File: src/hw/periph_cfg_pkg.sv
package periph_cfg_pkg;

  // Crossbar size: four cores plus the master peripheral port
  localparam int unsigned N_MASTERS = 5;
  localparam int unsigned N_SLAVES  = 4;

  localparam int unsigned MASTER_IDX_W = $clog2(N_MASTERS);
  localparam int unsigned SLAVE_IDX_W  = $clog2(N_SLAVES);

  // Bus widths
  localparam int unsigned ADDR_W = 32;
  localparam int unsigned DATA_W = 32;
  localparam int unsigned BE_W   = 4;

  // Cluster window, compared against addr[31:24]
  localparam logic [7:0] CLUSTER_BASE = 8'h10;

  // Peripheral range inside the cluster, compared against addr[23:20]
  localparam logic [3:0] PERIPH_WIN_LO = 4'h2;
  localparam logic [3:0] PERIPH_WIN_HI = 4'h3;

  // Slave index field starts here
  localparam int unsigned ROUTE_LSB = 16;

  // Everything outside the peripheral window lands here
  localparam int unsigned EXT_SLAVE = 3;

endpackage

File: src/hw/periph_bus_pkg.sv
package periph_bus_pkg;

  import periph_cfg_pkg::*;

  typedef logic [SLAVE_IDX_W-1:0] slave_idx_t;
  typedef logic [N_MASTERS-1:0]   master_id_t;
  typedef master_id_t [N_MASTERS-1:0] master_id_tbl_t;

  typedef struct packed {
    logic [ADDR_W-1:0] addr;
    logic [DATA_W-1:0] data;
    master_id_t        id;
    // Low for a write
    logic              we_n;
    logic [BE_W-1:0]   be;
  } periph_req_t;

  typedef struct packed {
    logic [DATA_W-1:0] data;
    master_id_t        id;
    // Error flag from the slave
    logic              opc;
  } periph_resp_t;

  function automatic master_id_tbl_t gen_master_ids();
    master_id_tbl_t ids;
    for (int i = 0; i < N_MASTERS; i++) begin
      ids[i]    = '0;
      ids[i][i] = 1'b1;
    end
    return ids;
  endfunction

  // One-hot identifier per master index
  localparam master_id_tbl_t MASTER_IDS = gen_master_ids();

endpackage

File: src/hw/periph_req_demux.sv
`timescale 1ns/1ps

module periph_req_demux
  import periph_cfg_pkg::*;
  import periph_bus_pkg::*;
(
  input  logic                req_i,
  input  periph_req_t         req_data_i,
  output logic [N_SLAVES-1:0] slave_req_o,
  input  logic [N_SLAVES-1:0] slave_gnt_i,
  output logic                gnt_o
);

  logic       in_cluster;
  logic       in_periph;
  slave_idx_t target;

  assign in_cluster = (req_data_i.addr[31:24] == CLUSTER_BASE);
  assign in_periph  = (req_data_i.addr[23:20] >= PERIPH_WIN_LO) &&
                      (req_data_i.addr[23:20] <= PERIPH_WIN_HI);

  // Outside the peripheral window everything goes to the external slave
  always_comb begin
    if (in_cluster && in_periph) begin
      target = req_data_i.addr[ROUTE_LSB +: SLAVE_IDX_W];
    end else begin
      target = slave_idx_t'(EXT_SLAVE);
    end
  end

  always_comb begin
    slave_req_o         = '0;
    slave_req_o[target] = req_i;
  end

  // Only the decoded slave's grant comes back
  assign gnt_o = slave_gnt_i[target];

  // Steered request stays a single bit, and the arbiter
  // behind it never grants a master that is idle
  always_comb begin
    assert final ($onehot0(slave_req_o))
      else $error("demux drives more than one slave request");
    assert final (!gnt_o || req_i)
      else $error("grant returned to an idle master");
  end

endmodule

File: src/hw/periph_rr_arbiter.sv
`timescale 1ns/1ps

module periph_rr_arbiter
  import periph_cfg_pkg::*;
  import periph_bus_pkg::*;
(
  input  logic                         clk_i,
  input  logic                         rst_n_i,
  input  logic        [N_MASTERS-1:0]  req_i,
  input  periph_req_t [N_MASTERS-1:0]  req_data_i,
  output logic        [N_MASTERS-1:0]  gnt_o,
  output logic                         slave_req_o,
  output periph_req_t                  slave_data_o,
  input  logic                         slave_gnt_i
);

  logic [MASTER_IDX_W-1:0] ptr_q;
  logic [MASTER_IDX_W-1:0] sel;
  logic                    found;
  logic                    xfer;

  // First requester at or after the pointer, wrapping around
  always_comb begin
    int unsigned cand;
    sel   = ptr_q;
    found = 1'b0;
    for (int unsigned k = 0; k < N_MASTERS; k++) begin
      cand = (int'(ptr_q) + k) % N_MASTERS;
      if (!found && req_i[cand]) begin
        found = 1'b1;
        sel   = MASTER_IDX_W'(cand);
      end
    end
  end

  assign slave_req_o  = found;
  assign slave_data_o = req_data_i[sel];

  always_comb begin
    gnt_o      = '0;
    gnt_o[sel] = found & slave_gnt_i;
  end

  assign xfer = found & slave_gnt_i;

  // Winner drops to lowest priority after a transfer
  always_ff @(posedge clk_i) begin
    if (!rst_n_i) begin
      ptr_q <= '0;
    end else if (xfer) begin
      ptr_q <= (sel == MASTER_IDX_W'(N_MASTERS - 1)) ? '0 : sel + 1'b1;
    end
  end

  a_gnt_onehot : assert property (@(posedge clk_i) disable iff (!rst_n_i)
    $onehot0(gnt_o))
    else $error("more than one master granted");

  a_gnt_to_req : assert property (@(posedge clk_i) disable iff (!rst_n_i)
    (gnt_o & ~req_i) == '0)
    else $error("grant to a master that is not requesting");

  // Masters hold their request, so a stalled slave keeps seeing one
  a_stall_hold : assert property (@(posedge clk_i) disable iff (!rst_n_i)
    slave_req_o && !slave_gnt_i |=> slave_req_o)
    else $error("request withdrawn while slave stalls");

endmodule

File: src/hw/periph_resp_router.sv
`timescale 1ns/1ps

module periph_resp_router
  import periph_cfg_pkg::*;
  import periph_bus_pkg::*;
(
  input  master_id_t                    id_i,
  input  logic         [N_SLAVES-1:0]   slave_rvalid_i,
  input  periph_resp_t [N_SLAVES-1:0]   slave_resp_i,
  output logic                          rvalid_o,
  output periph_resp_t                  resp_o
);

  logic [N_SLAVES-1:0] match;

  // A slave response belongs here when its identifier is ours
  for (genvar j = 0; j < N_SLAVES; j++) begin : gen_match
    assign match[j] = slave_rvalid_i[j] && (slave_resp_i[j].id == id_i);
  end

  always_comb begin
    resp_o = '0;
    for (int j = 0; j < N_SLAVES; j++) begin
      if (match[j]) begin
        resp_o = slave_resp_i[j];
      end
    end
  end

  assign rvalid_o = |match;

  // Each master has one request in flight at a time,
  // so two slaves never answer it together
  always_comb begin
    assert final ($onehot0(match))
      else $error("two slave responses for one master in a cycle");
  end

endmodule

File: src/hw/periph_xbar.sv
`timescale 1ns/1ps

module periph_xbar
  import periph_cfg_pkg::*;
  import periph_bus_pkg::*;
(
  input  logic                          clk_i,
  input  logic                          rst_n_i,
  input  logic         [N_MASTERS-1:0]  m_req_i,
  input  periph_req_t  [N_MASTERS-1:0]  m_req_data_i,
  output logic         [N_MASTERS-1:0]  m_gnt_o,
  output logic         [N_MASTERS-1:0]  m_rvalid_o,
  output periph_resp_t [N_MASTERS-1:0]  m_resp_o,
  output logic         [N_SLAVES-1:0]   s_req_o,
  output periph_req_t  [N_SLAVES-1:0]   s_req_data_o,
  input  logic         [N_SLAVES-1:0]   s_gnt_i,
  input  logic         [N_SLAVES-1:0]   s_rvalid_i,
  input  periph_resp_t [N_SLAVES-1:0]   s_resp_i
);

  periph_req_t [N_MASTERS-1:0]                req_data;
  logic        [N_MASTERS-1:0][N_SLAVES-1:0]  m2s_req;
  logic        [N_MASTERS-1:0][N_SLAVES-1:0]  m2s_gnt;

  for (genvar i = 0; i < N_MASTERS; i++) begin : gen_masters
    // Identifier comes from the port index, not from the master
    assign req_data[i] = '{
      addr: m_req_data_i[i].addr,
      data: m_req_data_i[i].data,
      id:   MASTER_IDS[i],
      we_n: m_req_data_i[i].we_n,
      be:   m_req_data_i[i].be
    };

    periph_req_demux i_req_demux (
      .req_i       (m_req_i[i]),
      .req_data_i  (req_data[i]),
      .slave_req_o (m2s_req[i]),
      .slave_gnt_i (m2s_gnt[i]),
      .gnt_o       (m_gnt_o[i])
    );

    periph_resp_router i_resp_router (
      .id_i           (MASTER_IDS[i]),
      .slave_rvalid_i (s_rvalid_i),
      .slave_resp_i   (s_resp_i),
      .rvalid_o       (m_rvalid_o[i]),
      .resp_o         (m_resp_o[i])
    );
  end

  for (genvar j = 0; j < N_SLAVES; j++) begin : gen_slaves
    logic [N_MASTERS-1:0] arb_req;
    logic [N_MASTERS-1:0] arb_gnt;

    // Regroup the per-master vectors by slave
    for (genvar k = 0; k < N_MASTERS; k++) begin : gen_regroup
      assign arb_req[k]    = m2s_req[k][j];
      assign m2s_gnt[k][j] = arb_gnt[k];
    end

    periph_rr_arbiter i_arb (
      .clk_i        (clk_i),
      .rst_n_i      (rst_n_i),
      .req_i        (arb_req),
      .req_data_i   (req_data),
      .gnt_o        (arb_gnt),
      .slave_req_o  (s_req_o[j]),
      .slave_data_o (s_req_data_o[j]),
      .slave_gnt_i  (s_gnt_i[j])
    );
  end

endmodule

File: config.mk
export PLATFORM = sky130hd
export DESIGN_NAME = periph_xbar
export DESIGN_NICKNAME = d
export VERILOG_FILES = /design/src/hw/periph_cfg_pkg.sv /design/src/hw/periph_bus_pkg.sv /design/src/hw/periph_req_demux.sv /design/src/hw/periph_rr_arbiter.sv /design/src/hw/periph_resp_router.sv /design/src/hw/periph_xbar.sv
export SDC_FILE = /design/constraint.sdc
export NUM_CORES = 1
export LEC_CHECK = 0
export CORE_AREA = 4 4 400 402
export CTS_CLUSTER_SIZE = 28
export DETAILED_ROUTE_END_ITERATION = 7
export DIE_AREA = 0 0 404 406
export DONT_BUFFER_PORTS = 1
export MAX_ROUTING_LAYER = met4
export REMOVE_ABC_BUFFERS = 1
export SETUP_SLACK_MARGIN = 0.4
export SLEW_MARGIN = 40
export SYNTH_ARGS = -nofsm -noshare
export SYNTH_HDL_FRONTEND = slang
export SYNTH_HIERARCHICAL = 1
export SYNTH_SLANG_ARGS = --single-unit
File: constraint.sdc
create_clock -name clk_i -period 7.56 [get_ports clk_i]
set_input_delay 0.378 -clock clk_i [delete_from_list [all_inputs] [get_ports clk_i]]
set_output_delay 0.378 -clock clk_i [all_outputs]
set_load 0.005 [all_outputs]
# Yosys cells after proc, flatten, opt, wreduce, memory -nomap -nowiden
# Index checks and enable logic that the tools add are counted.
# classes
addsub,20
div_mod_pow,20
n_lt_le_gt_ge,48
eq_ne,29
n_mux,145
n_bitwise,13
n_reduce_logical,76
# ops
op,n
$bmux W74 S3,4
$mux W38,20
$lt A32 B4 Y1 const B,20
$mod A32 B3 Y32 const B,16
$mux W74,4
$mod A3 B3 Y32 const B,4
$mux W3,24
$bmux W1 S3,20
$logic_and A1 B1 Y1,55
$mux W1,54
$eq A8 B5 Y1 const B,5
$add A3 B2 Y4 const B,8
$and A4 B4 Y4,5
$and A5 B5 Y5,4
$eq A5 B1 Y1 const B,4
$eq A5 B2 Y1 const B,4
$eq A5 B3 Y1 const B,4
$eq A5 B4 Y1 const B,4
$eq A5 B5 Y1 const B,4
$ge A4 B2 Y1 const B,5
$le A4 B2 Y1 const B,5
$reduce_or A4 Y1,5
$add A3 B1 Y4 const B,4
$add A3 B3 Y4 const B,4
other kinds (12),65
# word_totals
register_bits,12
inputBits,537
wordCells,355

# Longest topological paths before layout
# depth
ltp_word,31
mapped_depth,30

# Modules after synthesis
# Netlist, hierarchy kept.
# modules_own_cells
mod,n_inst,cells_each,area_each_um2,seq_area_each_um2
periph_resp_router,5,217,1443.9,0.0
periph_rr_arbiter at gen_slaves[1].i_arb,1,776,5774.3,60.1
periph_rr_arbiter at gen_slaves[2].i_arb,1,857,5495.3,60.1
periph_rr_arbiter at gen_slaves[0].i_arb,1,626,5148.7,60.1
periph_rr_arbiter at gen_slaves[3].i_arb,1,625,4835.9,60.1
periph_req_demux at gen_masters[1].i_req_demux ...,3,17,135.1,0.0
periph_req_demux at gen_masters[0].i_req_demux,1,17,156.4,0.0
periph_req_demux at gen_masters[4].i_req_demux,1,17,132.6,0.0
periph_xbar,1,2,7.5,0.0

# Least setup slack after synthesis
# Ideal clock, no wire load.
# synth_timing
path_type,reg2out
from,reg gen_slaves[3].i_arb.ptr_q[0]
to,out m_gnt_o[0]
arrival_time_ns,5.385
path_slack_ns,1.797
path_stages_with_launch,31
path_buffers,5
path_cell_list,dfxtp_1 -> buf_2 -> inv_2 -> clkbuf_1 -> ha_1 -> xnor2_2 -> inv_1 -> ha_1 -> nor2_1 -> a21oi_1 -> xnor2_1 -> inv_1 -> ha_1 -> nand2b_1 -> o311a_1 -> o31ai_2 -> mux2i_1 -> o211ai_1 -> and3_1 -> nor2b_1 -> o311ai_2 -> and2_1 -> buf_6 -> clkinv_4 -> buf_12 -> buf_8 -> nand3_1 -> nor2_1 -> nand3_1 -> o21ai_0 -> a211o_1
# synth_via
elab_chain_len,23
elab_cells_between_ends,46
# synth_lines
element,line,source
from (decl),periph_rr_arbiter.sv:17,logic [MASTER_IDX_W-1:0] ptr_q;
from (signal assigned),periph_rr_arbiter.sv:51,ptr_q <= (sel == MASTER_IDX_W'(N_MASTERS - 1)) ? '0 : sel + 1'b1;
"parallel branches: the longest is 20 deep, another holds $mod A32 B3 Y32",n/a,
$and A5 B5 Y5 (no line) *,n/a,
net gen_slaves[3].arb_gnt[0],periph_xbar.sv:54,logic [N_MASTERS-1:0] arb_gnt;
$bmux W1 S2 *,periph_req_demux.sv:37,assign gnt_o = slave_gnt_i[target];
$mux W1 (not written as such) *,periph_req_demux.sv:37,
to (decl),periph_xbar.sv:11,"output logic [N_MASTERS-1:0] m_gnt_o,"
# Mark *: on every way through the listed nets, which the timed path passes. The select of a mux whose other input is x is not followed.

==> impl_metrics.ini <==
[outcome]
outcome = finished clean

[cells_and_area]
final_cell_mix = 503 x mux2i_1, 444 x nand2_1, 285 x buf_4
reg.largest.list = gen_slaves.i_arb/ptr_q: 12 flops
final_common_cell = mux2i_1
stdcell_count = 6153
nets = 4709
largest_register_ffs = 12
fin_util = 0.213
largest_register = gen_slaves.i_arb/ptr_q
layout-drive-gt1-share = 0.153
synthToLayoutAreaGrowth_pct = 13.8

[job]
cap_violations = 0

[sta]
max_freq_mhz = 148
skew_ns = 0.00219
slew_headroom = 0.344
fin_crit_ns = 6.77
finalHoldViolations = 0
setup-violations-final = 0
rsz0062_at_grt = false
finalSetupTns_ns = 0
finalCritPeriodShare = 0.896
slew_viol_final = 0
worst_pin_slew_ns = 1.01

[grt]
grt_pass1_wl_mm = 286
grtUsageTotal = 0.244
first_global_vias = 34200
antenna_found_initial = 10
overflow = 0
grt_max_degree = 149

[clocking]
cts_max_path_buffers = 2
postCtsHoldBufs = 0
cts_buffers = 3
clk_pin_slew_ns = 0.05
clock_sinks = 12
clkLatencyLatePin_ns = 0.25
cts_htree_levels = 1
cts_root_buf = clkbuf_16
cts_tree = built

[synth]
ys_ff_latch = 12
synth_edf_count = 0
syn_inst = 4056
yosys_warnings = 6
async_flop_share = 0
synth_top_flop_cell = dfxtp_1
syn_area_per_cell_um2 = 7.19
synth_cell_types = 132
netlist_area_um2 = 29200
yosysSeqAreaShare = 0.00823

[floorplanning]
coreArea_um2 = 156000
die_x_um = 404
io_pins = 1037
num_rows = 145
die_area_um2 = 164000
initial_core_util = 0.187
die_h_um = 406

[worst_hold_path]
holdCritPathClass = in -> reg

[drt]
wl_per_cell_um = 34.3
vias = 37700
drc = 0
viasPerCell = 6.13
drt_iter0_drc = 5677
dr.pass1.iters = 8
wl_mm = 211
drtAntennaViolNets = 0

[power_and_ir_drop]
p_leak_nw = 14.4
ir_worst_vdd_uv = 660
power_density_nw_per_um2 = 534

[setup_path]
worst_ep_arrival_time_ns = 6.40
path_class = reg -> out
max_stage_delay_ns = 0.42
start_kind = flop
cp-end-kind = primary output
worstPathRequired_ns = 7.18
cp_cell_sequence = inv_2, ha_4, xnor2_2, inv_1, ha_1, nor2_1, a21oi_1, xnor2_1, inv_1, ha_1, nand2b_1, o311a_1, o221a_1, or3_1, o211ai_1, a31oi_1, a311o_1, a2bb2oi_4, inv_2, o21ai_4, buf_12, buf_4, o221ai_1, buf_4
cp_max_fo = 35
cpMaxStageDelayCell = or3_1

[place]
dpl.hpwl_mm = 164
port-buffer-count = 0
dp_cells = 6142
routabilityCongestion = 1.09
==> synth_stat cells, types with 12 or more instances <==
cell type,number,share of area
o21ai_1,209,0.036
o2111ai_1,77,0.023
a21boi_0,13,0.0033
xnor2_1,63,0.019
buf_2,131,0.022
nor2_1,110,0.014
o221ai_1,273,0.082
buf_1,18,0.0023
o21a_1,16,0.0041
clkbuf_1,218,0.028
nand2_1,447,0.058
a21oi_1,122,0.021
a21o_1,14,0.0036
o31ai_2,16,0.0069
or2_2,16,0.0034
buf_4,17,0.0044
nor3_1,48,0.0082
or3_1,12,0.0026
and3_1,101,0.022
xor2_1,54,0.016
dfxtp_1,12,0.0082
o31ai_1,22,0.0057
inv_1,209,0.027
nand2b_1,29,0.0062
nand3_1,120,0.021
a2111oi_0,12,0.0036
buf_6,52,0.020
mux2i_1,503,0.17
mux2_2,17,0.0066
o21bai_1,171,0.044
nor2b_1,22,0.0047
nand4_1,97,0.021
o221ai_2,100,0.051
a211o_1,15,0.0045
ha_1,82,0.035
a221oi_1,182,0.055
o21ai_0,99,0.017
a211oi_1,29,0.0075
a31oi_1,13,0.0028
==> per-stage QoR <==
stage	area (um2)	total power, mW	setup slack, ns	hold WS, ns
after global routing	33200	17.9	0.428	0.248
after floorplan	27200	7.70	-4.09	0.492
after global placement	33000	16.9	0.935	0.501
after detailed placement	33000	17.0	0.891	0.508
after CTS	33100	17.1	0.579	0.241
final	33200	17.7	0.785	0.243
==> final cells by class <==
class,count,area (um2)
Clock buffer,4,88.8
Tap cell,2058,2570
Multi-Input combinational cell,3520,26400
Sequential cell,12,240
Antenna cell,7,17.5
Fill cell,17500,123000
Timing Repair Buffer,331,3020
Inverter,221,852
==> routing by layer <==
metal	global-route usage	wire length [um]	up-vias
met5	-	0	-
li1	-	-	15800
met4	0.179	21600	0
met1	0.255	70900	18100
met2	0.359	87900	2951
met3	0.118	30700	850
==> where the power goes <==
| part | switching, mW | leakage [nW] | internal (mW) | total [mW] |
|---|---|---|---|---|
| combinational | 11.8 | 14.2 | 5.73 | 17.5 |
| clock | 0.0359 | 0.0442 | 0.0806 | 0.116 |
| sequential | 0.00543 | 0.0974 | 0.0730 | 0.0784 |
| total | 11.8 | 14.4 | 5.89 | 17.7 |
==> what timing repair did <==
action                     in CTS  in global routing
resized for setup               0                  9
setup endpoints to repair       0                 56
setup buffers                   0                  0
==> critical path, delay by kind of cell, from the launching register on <==
kind                       cells  cell delay [ns]
and+or+nand+nor                3             0.70
AOI/OAI and AO/OA              9             2.19
adders and majority gates      3             0.75
buffers and inverters          7             1.54
xor gates and xnor gates       2             0.54
DFF                            1             0.31
==> kinds of logic after synthesis <==
| kind of cell | count (synthesis) | synth area share |
|---|---|---|
| adders and majority gates | 83 | 0.0359 |
| muxes | 526 | 0.183 |
| other | 2 | 0.000257 |
| xor gates and xnor gates | 125 | 0.0400 |
| and+or+nand+nor | 1120 | 0.198 |
| DFF | 12 | 0.00823 |
| buffers and inverters | 677 | 0.116 |
| AOI/OAI and AO/OA | 1511 | 0.418 |
==> final timing paths <==
check	cells past startpoint	to	start	slack, ns
worst max-delay path	24	s_req_data_o[257]	gen_slaves[3].i_arb/ptr_q[0]	0.79
worst min-delay path	2	gen_slaves[2].i_arb/ptr_q[2]	rst_n_i	0.24
worst max register to register	25	gen_slaves[3].i_arb/ptr_q[2]	gen_slaves[3].i_arb/ptr_q[0]	1.49
worst min register to register	3	gen_slaves[0].i_arb/ptr_q[0]	gen_slaves[0].i_arb/ptr_q[0]	0.75
Power figures use the tool's default switching activity.
